===== src/hdl/zip_bus_pkg.sv =====
/*
 * Wishbone bus definitions shared by the fetch, memory and arbiter blocks
 * Bus widths, the local-bus address prefix and the two-view bus word
 */
`default_nettype none

package zip_bus_pkg;

	////////////////////////////////////////
	// Bus geometry
	////////////////////////////////////////

	// Data width of the pipelined Wishbone port
	localparam int BUS_WIDTH = 32;

	// One select line per byte lane
	localparam int SEL_WIDTH = BUS_WIDTH / 8;

	// Byte offset bits dropped from a byte address
	localparam int WBLSB = $clog2(SEL_WIDTH);

	////////////////////////////////////////
	// Address map
	////////////////////////////////////////

	// Top byte of a CPU byte address that selects the local bus
	localparam logic [7:0] LCL_PREFIX = 8'hFF;

	////////////////////////////////////////
	// Bus word views
	////////////////////////////////////////

	// Same 32 bits seen whole, as bytes or as halfwords
	// Index 0 is the most significant lane, big-endian
	typedef union packed {
		logic [BUS_WIDTH-1:0] word;
		logic [0:SEL_WIDTH-1][7:0] bytes;
		logic [0:1][BUS_WIDTH/2-1:0] halves;
	} bus_word_u;

endpackage

`default_nettype wire


===== src/hdl/zip_cpu_pkg.sv =====
/*
 * CPU-side definitions for the fetch and load/store ports
 * Instruction and register widths, memory operation codes
 */
`default_nettype none

package zip_cpu_pkg;

	// Every instruction is one full word
	localparam int INSN_WIDTH = 32;

	// Register file index, 32 registers
	localparam int REG_WIDTH = 5;

	// Memory operation code, size in bits 2:1
	localparam int MEMOP_WIDTH = 3;

	// Size field values
	localparam logic [1:0] MEMOP_WORD = 2'b01;
	localparam logic [1:0] MEMOP_HALF = 2'b10;
	localparam logic [1:0] MEMOP_BYTE = 2'b11;

	// Bit 0 of the code set means a store
	localparam int MEMOP_STORE_BIT = 0;

endpackage

`default_nettype wire


===== src/hdl/prefetch.sv =====
/*
 * Single-fetch instruction prefetch
 * Issues one bus read at a time and holds the word until the core takes it
 */
`default_nettype none
`timescale 1ns/1ns

module prefetch
	import zip_bus_pkg::*, zip_cpu_pkg::*;
#(
	parameter int ADDRESS_WIDTH = 22
) (
	input  logic i_clk,
	input  logic i_reset,
	// Core side
	input  logic i_new_pc,
	input  logic [ADDRESS_WIDTH+WBLSB-1:0] i_pc,
	input  logic i_ready,
	output logic o_valid,
	output logic o_illegal,
	output logic [INSN_WIDTH-1:0] o_insn,
	output logic [ADDRESS_WIDTH+WBLSB-1:0] o_pc,
	// Bus side, read only
	output logic o_wb_cyc,
	output logic o_wb_stb,
	output logic [ADDRESS_WIDTH-1:0] o_wb_addr,
	input  logic i_wb_stall,
	input  logic i_wb_ack,
	input  logic i_wb_err,
	input  bus_word_u i_wb_data
);

	logic start_fetch;
	logic restart;

	// New PC, a pending abort, or a good word just taken
	assign start_fetch = !o_wb_cyc
		&& (i_new_pc || restart || (o_valid && i_ready && !o_illegal));

	////////////////////////////////////////
	// Bus cycle control
	////////////////////////////////////////
	always_ff @(posedge i_clk)
	begin
		if (i_reset)
		begin
			o_wb_cyc <= 1'b0;
			o_wb_stb <= 1'b0;
		end
		else if (o_wb_cyc)
		begin
			// Abort on new PC, finish on ack or err
			if (i_new_pc || i_wb_ack || i_wb_err)
			begin
				o_wb_cyc <= 1'b0;
				o_wb_stb <= 1'b0;
			end
			else if (!i_wb_stall)
				o_wb_stb <= 1'b0;
		end
		else if (start_fetch)
		begin
			o_wb_cyc <= 1'b1;
			o_wb_stb <= 1'b1;
		end
	end

	// Aborted cycle needs one idle clock before the refetch
	always_ff @(posedge i_clk)
	begin
		if (i_reset)
			restart <= 1'b0;
		else if (o_wb_cyc && i_new_pc)
			restart <= 1'b1;
		else if (start_fetch)
			restart <= 1'b0;
	end

	// Word address of the next read
	always_ff @(posedge i_clk)
	begin
		if (i_new_pc)
			o_wb_addr <= i_pc[ADDRESS_WIDTH+WBLSB-1:WBLSB];
		else if (o_wb_cyc && i_wb_ack)
			o_wb_addr <= o_wb_addr + 1'b1;
	end

	////////////////////////////////////////
	// Returned instruction
	////////////////////////////////////////
	always_ff @(posedge i_clk)
	begin
		if (i_reset || i_new_pc)
		begin
			o_valid <= 1'b0;
			o_illegal <= 1'b0;
		end
		else if (o_wb_cyc && (i_wb_ack || i_wb_err))
		begin
			o_valid <= 1'b1;
			o_illegal <= i_wb_err;
		end
		else if (o_valid && i_ready)
		begin
			o_valid <= 1'b0;
			o_illegal <= 1'b0;
		end
	end

	// Ack in the same clock as a new PC is stale
	always_ff @(posedge i_clk)
	begin
		if (o_wb_cyc && (i_wb_ack || i_wb_err) && !i_new_pc)
		begin
			o_insn <= i_wb_data.word[INSN_WIDTH-1:0];
			o_pc <= {o_wb_addr, {WBLSB{1'b0}}};
		end
	end

endmodule

`default_nettype wire


===== src/hdl/memops.sv =====
/*
 * Non-pipelined load/store unit
 * One bus access per request, word, halfword or byte, big-endian lanes,
 * on the local bus when the address top byte matches the local prefix
 */
`default_nettype none
`timescale 1ns/1ns

module memops
	import zip_bus_pkg::*, zip_cpu_pkg::*;
#(
	parameter int ADDRESS_WIDTH = 22
) (
	input  logic i_clk,
	input  logic i_reset,
	// Core side
	input  logic i_stb,
	input  logic [MEMOP_WIDTH-1:0] i_op,
	input  logic [31:0] i_addr,
	input  logic [31:0] i_data,
	input  logic [REG_WIDTH-1:0] i_oreg,
	output logic o_busy,
	output logic o_valid,
	output logic o_err,
	output logic [REG_WIDTH-1:0] o_wreg,
	output logic [31:0] o_result,
	// Bus side, two cycle lines
	output logic o_wb_cyc_gbl,
	output logic o_wb_cyc_lcl,
	output logic o_wb_stb_gbl,
	output logic o_wb_stb_lcl,
	output logic o_wb_we,
	output logic [ADDRESS_WIDTH-1:0] o_wb_addr,
	output bus_word_u o_wb_data,
	output logic [SEL_WIDTH-1:0] o_wb_sel,
	input  logic i_wb_stall,
	input  logic i_wb_ack,
	input  logic i_wb_err,
	input  bus_word_u i_wb_data
);

	logic cyc;
	logic take;
	logic lcl_req;
	logic [1:0] req_size;
	logic [WBLSB-1:0] req_off;
	logic [SEL_WIDTH-1:0] req_sel;
	bus_word_u req_data;
	// Kept for the load return path
	logic [1:0] r_size;
	logic [WBLSB-1:0] r_off;

	assign cyc = o_wb_cyc_gbl || o_wb_cyc_lcl;
	assign o_busy = cyc;
	assign take = i_stb && !o_busy;

	assign req_size = i_op[2:1];
	assign req_off = i_addr[WBLSB-1:0];
	assign lcl_req = (i_addr[31:24] == LCL_PREFIX);

	////////////////////////////////////////
	// Store lanes and byte selects
	////////////////////////////////////////
	always_comb
	begin
		req_data.word = i_data;
		req_sel = '1;
		case (req_size)
		MEMOP_HALF:
		begin
			// Halfword copied to both halves
			req_data.halves[0] = i_data[15:0];
			req_data.halves[1] = i_data[15:0];
			req_sel = req_off[1] ? 4'b0011 : 4'b1100;
		end
		MEMOP_BYTE:
		begin
			// Byte copied to every lane
			for (int lane = 0; lane < SEL_WIDTH; lane++)
				req_data.bytes[lane] = i_data[7:0];
			// Offset 0 is the top lane
			req_sel = 4'b1000 >> req_off;
		end
		default:
			// Full word
			req_sel = '1;
		endcase
	end

	////////////////////////////////////////
	// Bus cycle control
	////////////////////////////////////////
	always_ff @(posedge i_clk)
	begin
		if (i_reset)
		begin
			o_wb_cyc_gbl <= 1'b0;
			o_wb_cyc_lcl <= 1'b0;
			o_wb_stb_gbl <= 1'b0;
			o_wb_stb_lcl <= 1'b0;
		end
		else if (cyc)
		begin
			if (i_wb_ack || i_wb_err)
			begin
				o_wb_cyc_gbl <= 1'b0;
				o_wb_cyc_lcl <= 1'b0;
				o_wb_stb_gbl <= 1'b0;
				o_wb_stb_lcl <= 1'b0;
			end
			else if (!i_wb_stall)
			begin
				// Request accepted, wait for the answer
				o_wb_stb_gbl <= 1'b0;
				o_wb_stb_lcl <= 1'b0;
			end
		end
		else if (take)
		begin
			o_wb_cyc_gbl <= !lcl_req;
			o_wb_stb_gbl <= !lcl_req;
			o_wb_cyc_lcl <= lcl_req;
			o_wb_stb_lcl <= lcl_req;
		end
	end

	// One-clock completion pulses, writes give no valid
	always_ff @(posedge i_clk)
	begin
		if (i_reset)
		begin
			o_valid <= 1'b0;
			o_err <= 1'b0;
		end
		else
		begin
			o_valid <= cyc && i_wb_ack && !o_wb_we;
			o_err <= cyc && i_wb_err;
		end
	end

	////////////////////////////////////////
	// Request capture and load return
	////////////////////////////////////////
	always_ff @(posedge i_clk)
	begin
		if (take)
		begin
			o_wb_we <= i_op[MEMOP_STORE_BIT];
			o_wb_addr <= i_addr[ADDRESS_WIDTH+WBLSB-1:WBLSB];
			o_wb_data <= req_data;
			o_wb_sel <= req_sel;
			o_wreg <= i_oreg;
			r_size <= req_size;
			r_off <= req_off;
		end
		if (cyc && i_wb_ack)
		begin
			// Zero-extended lane pick
			case (r_size)
			MEMOP_HALF:
				o_result <= {16'h0, i_wb_data.halves[r_off[1]]};
			MEMOP_BYTE:
				o_result <= {24'h0, i_wb_data.bytes[r_off]};
			default:
				o_result <= i_wb_data.word;
			endcase
		end
	end

endmodule

`default_nettype wire


===== src/hdl/wbdblpriarb.sv =====
/*
 * Two-master Wishbone arbiter with global and local cycle lines
 * Port A (data) wins an idle bus, port B (fetch) is global, read only
 */
`default_nettype none
`timescale 1ns/1ns

module wbdblpriarb
	import zip_bus_pkg::*;
#(
	parameter int ADDRESS_WIDTH = 22
) (
	input  logic i_clk,
	input  logic i_reset,
	// Port A, memory unit
	input  logic i_a_cyc_gbl,
	input  logic i_a_cyc_lcl,
	input  logic i_a_stb_gbl,
	input  logic i_a_stb_lcl,
	input  logic i_a_we,
	input  logic [ADDRESS_WIDTH-1:0] i_a_addr,
	input  logic [BUS_WIDTH-1:0] i_a_data,
	input  logic [SEL_WIDTH-1:0] i_a_sel,
	output logic o_a_stall,
	output logic o_a_ack,
	output logic o_a_err,
	// Port B, prefetch
	input  logic i_b_cyc,
	input  logic i_b_stb,
	input  logic [ADDRESS_WIDTH-1:0] i_b_addr,
	output logic o_b_stall,
	output logic o_b_ack,
	output logic o_b_err,
	// Shared bus
	output logic o_gbl_cyc,
	output logic o_gbl_stb,
	output logic o_lcl_cyc,
	output logic o_lcl_stb,
	output logic o_we,
	output logic [ADDRESS_WIDTH-1:0] o_addr,
	output logic [BUS_WIDTH-1:0] o_data,
	output logic [SEL_WIDTH-1:0] o_sel,
	input  logic i_stall,
	input  logic i_ack,
	input  logic i_err
);

	logic r_a_owner;
	logic a_cyc;

	assign a_cyc = i_a_cyc_gbl || i_a_cyc_lcl;

	////////////////////////////////////////
	// Ownership
	////////////////////////////////////////
	// Bus parks on A, so A wins when both start together
	// B keeps it for as long as its cycle lasts
	always_ff @(posedge i_clk)
	begin
		if (i_reset)
			r_a_owner <= 1'b1;
		else if (!i_b_cyc)
			r_a_owner <= 1'b1;
		else if (!a_cyc)
			r_a_owner <= 1'b0;
	end

	////////////////////////////////////////
	// Request mux
	////////////////////////////////////////
	// Fetch side never reaches the local bus
	assign o_gbl_cyc = r_a_owner ? i_a_cyc_gbl : i_b_cyc;
	assign o_gbl_stb = r_a_owner ? i_a_stb_gbl : i_b_stb;
	assign o_lcl_cyc = r_a_owner && i_a_cyc_lcl;
	assign o_lcl_stb = r_a_owner && i_a_stb_lcl;

	// Fetch reads whole words
	assign o_we = r_a_owner && i_a_we;
	assign o_addr = r_a_owner ? i_a_addr : i_b_addr;
	assign o_sel = r_a_owner ? i_a_sel : '1;

	// Write data only matters for port A
	assign o_data = i_a_data;

	////////////////////////////////////////
	// Response routing
	////////////////////////////////////////
	// Non-owner is held off and sees no answers
	assign o_a_stall = r_a_owner ? i_stall : 1'b1;
	assign o_a_ack = r_a_owner && i_ack;
	assign o_a_err = r_a_owner && i_err;

	assign o_b_stall = r_a_owner ? 1'b1 : i_stall;
	assign o_b_ack = !r_a_owner && i_ack;
	assign o_b_err = !r_a_owner && i_err;

endmodule

`default_nettype wire


===== src/hdl/zipwb_bus.sv =====
/*
 * Bus side of the core top level
 * Prefetch and memory unit share one pipelined Wishbone port
 */
`default_nettype none
`timescale 1ns/1ns

module zipwb_bus
	import zip_bus_pkg::*, zip_cpu_pkg::*;
#(
	parameter int ADDRESS_WIDTH = 22
) (
	input  logic i_clk,
	input  logic i_reset,
	// Fetch port
	input  logic i_pf_new_pc,
	input  logic [ADDRESS_WIDTH+WBLSB-1:0] i_pf_pc,
	input  logic i_pf_ready,
	output logic o_pf_valid,
	output logic [INSN_WIDTH-1:0] o_pf_insn,
	output logic [ADDRESS_WIDTH+WBLSB-1:0] o_pf_pc,
	output logic o_pf_illegal,
	// Memory port
	input  logic i_mem_stb,
	input  logic [MEMOP_WIDTH-1:0] i_mem_op,
	input  logic [31:0] i_mem_addr,
	input  logic [31:0] i_mem_data,
	input  logic [REG_WIDTH-1:0] i_mem_reg,
	output logic o_mem_busy,
	output logic o_mem_valid,
	output logic o_mem_err,
	output logic [REG_WIDTH-1:0] o_mem_wreg,
	output logic [31:0] o_mem_result,
	// Wishbone port
	output logic o_wb_gbl_cyc,
	output logic o_wb_gbl_stb,
	output logic o_wb_lcl_cyc,
	output logic o_wb_lcl_stb,
	output logic o_wb_we,
	output logic [ADDRESS_WIDTH-1:0] o_wb_addr,
	output logic [BUS_WIDTH-1:0] o_wb_data,
	output logic [SEL_WIDTH-1:0] o_wb_sel,
	input  logic i_wb_stall,
	input  logic i_wb_ack,
	input  logic i_wb_err,
	input  logic [BUS_WIDTH-1:0] i_wb_data
);

	// Prefetch to arbiter
	logic pf_cyc, pf_stb, pf_stall, pf_ack, pf_err;
	logic [ADDRESS_WIDTH-1:0] pf_addr;

	// Memory unit to arbiter
	logic mem_cyc_gbl, mem_cyc_lcl, mem_stb_gbl, mem_stb_lcl;
	logic mem_we, mem_stall, mem_ack, mem_err;
	logic [ADDRESS_WIDTH-1:0] mem_addr;
	logic [SEL_WIDTH-1:0] mem_sel;
	bus_word_u mem_data;

	////////////////////////////////////////
	// Requesters
	////////////////////////////////////////
	prefetch #(.ADDRESS_WIDTH(ADDRESS_WIDTH)) u_pf (
		.i_clk(i_clk), .i_reset(i_reset),
		.i_new_pc(i_pf_new_pc), .i_pc(i_pf_pc), .i_ready(i_pf_ready),
		.o_valid(o_pf_valid), .o_illegal(o_pf_illegal),
		.o_insn(o_pf_insn), .o_pc(o_pf_pc),
		.o_wb_cyc(pf_cyc), .o_wb_stb(pf_stb), .o_wb_addr(pf_addr),
		.i_wb_stall(pf_stall), .i_wb_ack(pf_ack), .i_wb_err(pf_err),
		.i_wb_data(i_wb_data)
	);

	memops #(.ADDRESS_WIDTH(ADDRESS_WIDTH)) u_mem (
		.i_clk(i_clk), .i_reset(i_reset),
		.i_stb(i_mem_stb), .i_op(i_mem_op), .i_addr(i_mem_addr),
		.i_data(i_mem_data), .i_oreg(i_mem_reg),
		.o_busy(o_mem_busy), .o_valid(o_mem_valid), .o_err(o_mem_err),
		.o_wreg(o_mem_wreg), .o_result(o_mem_result),
		.o_wb_cyc_gbl(mem_cyc_gbl), .o_wb_cyc_lcl(mem_cyc_lcl),
		.o_wb_stb_gbl(mem_stb_gbl), .o_wb_stb_lcl(mem_stb_lcl),
		.o_wb_we(mem_we), .o_wb_addr(mem_addr),
		.o_wb_data(mem_data), .o_wb_sel(mem_sel),
		.i_wb_stall(mem_stall), .i_wb_ack(mem_ack), .i_wb_err(mem_err),
		.i_wb_data(i_wb_data)
	);

	////////////////////////////////////////
	// Arbiter, data side in priority
	////////////////////////////////////////
	wbdblpriarb #(.ADDRESS_WIDTH(ADDRESS_WIDTH)) u_arb (
		.i_clk(i_clk), .i_reset(i_reset),
		.i_a_cyc_gbl(mem_cyc_gbl), .i_a_cyc_lcl(mem_cyc_lcl),
		.i_a_stb_gbl(mem_stb_gbl), .i_a_stb_lcl(mem_stb_lcl),
		.i_a_we(mem_we), .i_a_addr(mem_addr),
		.i_a_data(mem_data), .i_a_sel(mem_sel),
		.o_a_stall(mem_stall), .o_a_ack(mem_ack), .o_a_err(mem_err),
		.i_b_cyc(pf_cyc), .i_b_stb(pf_stb), .i_b_addr(pf_addr),
		.o_b_stall(pf_stall), .o_b_ack(pf_ack), .o_b_err(pf_err),
		.o_gbl_cyc(o_wb_gbl_cyc), .o_gbl_stb(o_wb_gbl_stb),
		.o_lcl_cyc(o_wb_lcl_cyc), .o_lcl_stb(o_wb_lcl_stb),
		.o_we(o_wb_we), .o_addr(o_wb_addr),
		.o_data(o_wb_data), .o_sel(o_wb_sel),
		.i_stall(i_wb_stall), .i_ack(i_wb_ack), .i_err(i_wb_err)
	);

endmodule

`default_nettype wire


===== config.mk =====
export PLATFORM = sky130hd
export DESIGN_NAME = zipwb_bus
export DESIGN_NICKNAME = d
export VERILOG_FILES = /design/src/hdl/zip_bus_pkg.sv /design/src/hdl/zip_cpu_pkg.sv /design/src/hdl/prefetch.sv /design/src/hdl/memops.sv /design/src/hdl/wbdblpriarb.sv /design/src/hdl/zipwb_bus.sv
export SDC_FILE = /design/constraint.sdc
export NUM_CORES = 1
export LEC_CHECK = 0
export ABC_AREA = 0
export BUFFER_PORTS_ARGS = -buffer_cell sky130_fd_sc_hd__buf_2
export CAP_MARGIN = 20
export CORE_ASPECT_RATIO = 0.75
export CORE_MARGIN = 2
export CORE_UTILIZATION = 45
export CTS_BUF_LIST = sky130_fd_sc_hd__clkbuf_4 sky130_fd_sc_hd__clkbuf_8
export DETAILED_ROUTE_END_ITERATION = 10
export GPL_TIMING_DRIVEN = 0
export PLACE_DENSITY = 0.75
export SLEW_MARGIN = 20
export SYNTH_ARGS = -nofsm -noshare
export SYNTH_HDL_FRONTEND = slang
export SYNTH_SLANG_ARGS = --single-unit

===== constraint.sdc =====
create_clock -name i_clk -period 22 [get_ports i_clk]
set_clock_uncertainty 0.15 [all_clocks]
set_input_delay 4.4 -clock i_clk [delete_from_list [all_inputs] [get_ports i_clk]]
set_output_delay 4.4 -clock i_clk [all_outputs]
set_load 0.02 [all_outputs]

**Word-level counts from Yosys, hierarchy flattened**

Index checks and enable logic that the tools add are counted.

- Logic and storage cells: 119
- Latch bits: 0
- Memories: 0
- Output and inout bits: 161
- Bits of input ports: 136
- Memory bits (writable): 0
- Register bits after elaboration: 188
- Memory bits (read-only): 0

- Order comparisons: 2
- Equal/unequal tests: 8
- Multiplexer cells: 39
- Add/sub/neg operators: 1
- Multipliers: 0
- Bitwise operators: 3
- Divide/modulo/power cells: 0
- Shifts and indexed selects: 1
- Reduce and logical (&&, ||, !) cells: 42

Operators by type and width:

| operator | count |
|---|---|
| case mux 32 bit (2 select lines) | 2 |
| two-way mux 22 bit | 3 |
| two-way mux 16 bit | 3 |
| two-way mux 1 bit | 25 |
| adder 22 x 1 -> 22 bit, second input constant | 1 |
| logical AND 1 bit | 18 |
| binary-select mux 8 bit (select 2 bit) | 1 |
| two-way mux 8 bit | 2 |
| nonzero test 2 bit | 5 |
| == test 2 bit, second input constant | 4 |
| == test 8 bit, second input constant | 1 |
| logical OR 1 bit | 8 |
| two-way mux 4 bit | 2 |
| case mux 4 bit (2 select lines) | 1 |
| zero test 1 bit | 7 |
| inequality test 3 bit, second input constant | 2 |
| AND reduction 2 bit | 3 |
| >> shifter 4 x 2 -> 4 bit, first input constant | 1 |
| greater-or-equal comparator 3 bit, second input constant | 1 |
| inverter 2 -> 3 bit | 1 |
| greater-or-equal comparator 2 bit, second input constant | 1 |
| inequality test 2 bit, second input constant | 1 |
| inverter 1 -> 2 bit | 1 |
| OR reduction 2 bit | 1 |
| inverter 1 bit | 1 |

**Depth between registers and ports, before layout**

- Depth after elaboration: 6
- Gate-level depth with buffers: 6
- Depth with buffers taken out: 5

**By module**

A second synthesis with hierarchy kept.

- Cell total of the unflattened synthesis: 560
- Area, all modules: 8,115.3 um^2

Modules (own cells, without submodules):

| module | sequential area each (um^2) | area each (um^2) | times used | cells an instance |
|---|---|---|---|---|
| memops | 3,123.0 | 4,222.8 | 1 | 268 |
| prefetch | 2,382.3 | 3,213.1 | 1 | 216 |
| wbdblpriarb | 20.0 | 679.4 | 1 | 76 |

**Least setup slack after synthesis**

Ideal clock, no wire load.

- Kind: input -> register
- Start: input i_mem_stb
- End: register u_mem.o_wb_cyc_gbl
- Cell stages on the path: 3
- Buffers on the path: 0
- Data required time: 21,761 ps
- Arrival: 10,553 ps
- Library setup time: 89 ps
- Path slack: 11,209 ps
- Cell sequence: nor3b_1 o21ai_0 a21oi_1

- Word-level cells in the longest chain between the ends: 3

Ends and longest elaborated chain:

| what | RTL line | RTL |
|---|---|---|
| from (decl) | zipwb_bus.sv:24 | `input logic i_mem_stb,` |
| logical AND 1 bit | memops.sv:55 | `assign take = i_stb && !o_busy;` |
| nonzero test 2 bit (no line) | -- |  |
| AND reduction 2 bit (no line) | -- |  |
| to (signal assigned) | memops.sv:120 | `o_wb_cyc_gbl <= !lcl_req;` |
| to (decl) | memops.sv:28 | `output logic o_wb_cyc_gbl,` |

Every way passes these cells.
A chain may end at the register's enable or synchronous reset.

**Worst setup path in the final report**

- Start: register u_arb.r_a_owner
- End: output o_wb_gbl_stb

- Word-level cells in the longest chain between the ends: 1

Ends and longest elaborated chain:

| what | RTL line | RTL |
|---|---|---|
| from (decl) | wbdblpriarb.sv:48 | `logic r_a_owner;` |
| from (signal assigned) | wbdblpriarb.sv:61 | `r_a_owner <= 1'b1;` |
| from (signal assigned) | wbdblpriarb.sv:63 | `r_a_owner <= 1'b1;` |
| from (signal assigned) | wbdblpriarb.sv:65 | `r_a_owner <= 1'b0;` |
| two-way mux 1 bit | wbdblpriarb.sv:73 | `assign o_gbl_stb = r_a_owner ? i_a_stb_gbl : i_b_stb;` |
| to (decl) | zipwb_bus.sv:36 | `output logic o_wb_gbl_stb,` |

Every way passes these cells.

==> flow_metrics.env <==
export IMPL_outcome="finished clean"
export IMPL_p_leak_uw=0.00395
export IMPL_viasPerCell=5.22
export IMPL_yosys_register_bits=188
export IMPL_synth_compound_area_share_pct=6.99
export IMPL_period_share_pct=30.9
export IMPL_antenna_left=0
export IMPL_rrSetupSlack_ps=19510
export IMPL_path_clk_slew_ps=90
export IMPL_crit_type="reg2out"
export IMPL_gp_congestion=0.857
export IMPL_setup_worst_path_start_class="register"
export IMPL_crit_fanout=10
export IMPL_start_util_pct=45.6
export IMPL_yosys_area_share_simple_pct=9.57
export IMPL_maxSlewViolCount=0
export IMPL_synth_edf_count=176
export IMPL_hp_class="reg2reg"
export IMPL_clock_latency_ps=450
export IMPL_postCtsResizedCells=0
export IMPL_syn_area_per_cell_um2=14.5
export IMPL_ys_warn_count=0
export IMPL_postSynthCellCount=526
export IMPL_synth_adder_area_share_pct=0.164
export IMPL_synth_flop_cell="edfxtp_1"
export IMPL_cp_arrival_ps=2240
export IMPL_coreArea_um2=16700
export IMPL_syn_to_final_growth_pct=29.7
export IMPL_worstPathRequired_ps=17450
export IMPL_rows=41
export IMPL_dp_cells=1044
export IMPL_firstDrtPassIters=5
export IMPL_grt_busiest_layer="met2"
export IMPL_ir_worst_vdd_uv=42.7
export IMPL_cts_buffer_depth=2
export IMPL_hold_violations=0
export IMPL_nets=985
export IMPL_synth_cell_type_count=48
export IMPL_powerDensity_nw_per_um2=74.2
export IMPL_drc=0
export IMPL_muxShareOfSynthArea_pct=7.50
export IMPL_htree_levels=4
export IMPL_setup_viol=0
export IMPL_grt_start_max_net_pins=27
export IMPL_rsz0062_at_grt="no"
export IMPL_drv_cap=0
export IMPL_finalSetupTns_ps=0
export IMPL_cts_sinks=188
export IMPL_num_io_pins=297
export IMPL_multi_input_area_um2=1960
export IMPL_first_global_vias=5217
export IMPL_grtUsageTotal_pct=21.6
export IMPL_reg2reg_depth=5
export IMPL_wl_um=20000
export IMPL_avgRoutedWirePerCell_um=18.6
export IMPL_crit_path_end_kind="output port"
export IMPL_preCtsSetupSlack_ps=15390
export IMPL_slew_limit_headroom_pct=35.5
export IMPL_overflow=0
export IMPL_die_w_um=154
export IMPL_final_cells=1076
export IMPL_drive_above_1_share_pct=45.0
export IMPL_setup_ws_ps=15210
export IMPL_numCtsBuffers=17
export IMPL_hold_buffers=0
export IMPL_synth_xor_area_share_pct=1.15
export IMPL_period_needed_ps=6790
export IMPL_clockRootBuffer="clkbuf_8"
export IMPL_antenna_found_initial=1
export IMPL_hold_depth=2
export IMPL_vias=5621
export IMPL_grt_pass1_wl_um=29200
export IMPL_yosysSeqAreaShare_pct=72.5
export IMPL_grt_util_met3_pct=6.53
export IMPL_synthArstFlopShare_pct=0
export IMPL_max_freq_mhz=147
export IMPL_die_h_um=117
export IMPL_seqCellArea_um2=5530
export IMPL_nFillCells=1365
export IMPL_grt_met2_usage_pct=33.8
export IMPL_hpwl_um=15000
export IMPL_tightest_slew_ps=965
export IMPL_synth_area_um2=7620
export IMPL_io_buffers=292
export IMPL_grt_use_met1_pct=29.3
export IMPL_post_cts_buffers=0
export IMPL_dieArea_um2=18000
export IMPL_tritoncts="built"
export IMPL_drt_iter0_markers=491
export IMPL_synth_top_family_by_area="simple AND/OR/NAND/NOR gates"
power by group:
part           switching [uW]  total, uW  internal [uW]
clock network             123        226            103
registers                8.91        419            410
logic                    54.0       88.8           34.8
cell families after synthesis:
family | count (synthesis)
flip-flops | 188
AND/OR/NAND/NOR | 143
AO/OA/AOI/OAI | 91
multiplexers | 52
buffers and inverters | 40
XOR/XNOR | 10
adder cells (fa/ha/maj) | 1
other | 1
synth_stat cells (5+ instances only):
cell type  number  area [um2]
edfxtp_1      176        5290
mux2_2         41         462
nand2_1        37         139
o21ai_0        33         165
nor2_1         32         120
a21oi_1        21         105
nor2b_1        20         125
clkbuf_1       17        63.8
inv_1          16        60.1
dfxtp_1        12         240
mux2i_1        11         110
nand3_1        10        50.1
o22ai_1        10        62.6
a31oi_1         9        56.3
nand2b_1        9        56.3
xnor2_1         7        61.3
or3_1           5        31.3
worst max-delay path, stage by stage, from the launching register on:
cell and delay, ps:
dfxtp_1 420, buf_1 520, clkbuf_1 460, nand2_1 90
o21ai_0 90, buf_2 210
through the flow:
step | utilization (%) | instance area (um2) | hold slack (ps) | total power, uW
after floorplan | - | 7630 | 259 | 475
after global placement | 55.9 | 9360 | 290 | 513
after detailed placement | 56.8 | 9500 | 300 | 515
after CTS | 59.1 | 9880 | 311 | 738
after global routing | 59.1 | 9890 | 345 | 762
final | 59.1 | 9890 | 308 | 733
flip-flops by register name, summed over array words and instances (netlist names), 2 cells and up:
signal	cells
u_mem.o_result	32
u_mem.o_wb_addr	22
u_mem.o_wb_data	32
u_mem.o_wb_sel	4
u_mem.o_wreg	5
u_mem.r_off	2
u_mem.r_size	2
u_pf.o_insn	32
u_pf.o_pc	22
u_pf.o_wb_addr	22
placed cells by master (no fill, tap or decap), types with 10 or more instances in the layout:
cell,instances
mux2_2,41
nand2_1,37
clkbuf_1,17
nand3_1,10
a21oi_1,21
o21ai_0,33
inv_1,16
mux2i_1,11
o22ai_1,10
clkbuf_8,17
dfxtp_1,12
nor2b_1,20
edfxtp_1,176
nor2_1,30
buf_2,293
worst paths after layout:
check / start / end
min reg2reg: u_mem.o_wb_stb_lcl / u_mem.o_wb_stb_lcl
max reg2reg: u_pf.o_wb_addr[4] / u_pf.o_wb_addr[17]
max: u_arb.r_a_owner / o_wb_gbl_stb
min: u_mem.o_wb_stb_lcl / u_mem.o_wb_stb_lcl
area by class of cell:
class                   instances  area share (%)
inverters                      17           0.645
flip-flops and latches        188            55.9
well taps                     215            2.72
diodes                          1          0.0253
repair buffers                302            16.0
clock inverters                13            1.43
multi-input cells             299            19.8
clock buffers                  18            2.44
plain buffers                  23           0.962
per-layer routing:
layer	wire length (um)	part of all wire, %
met1	8550	43
met2	9320	47
met3	1760	8.8
met4	335	1.7
met5	0	0
Power figures use the tool's default switching activity.
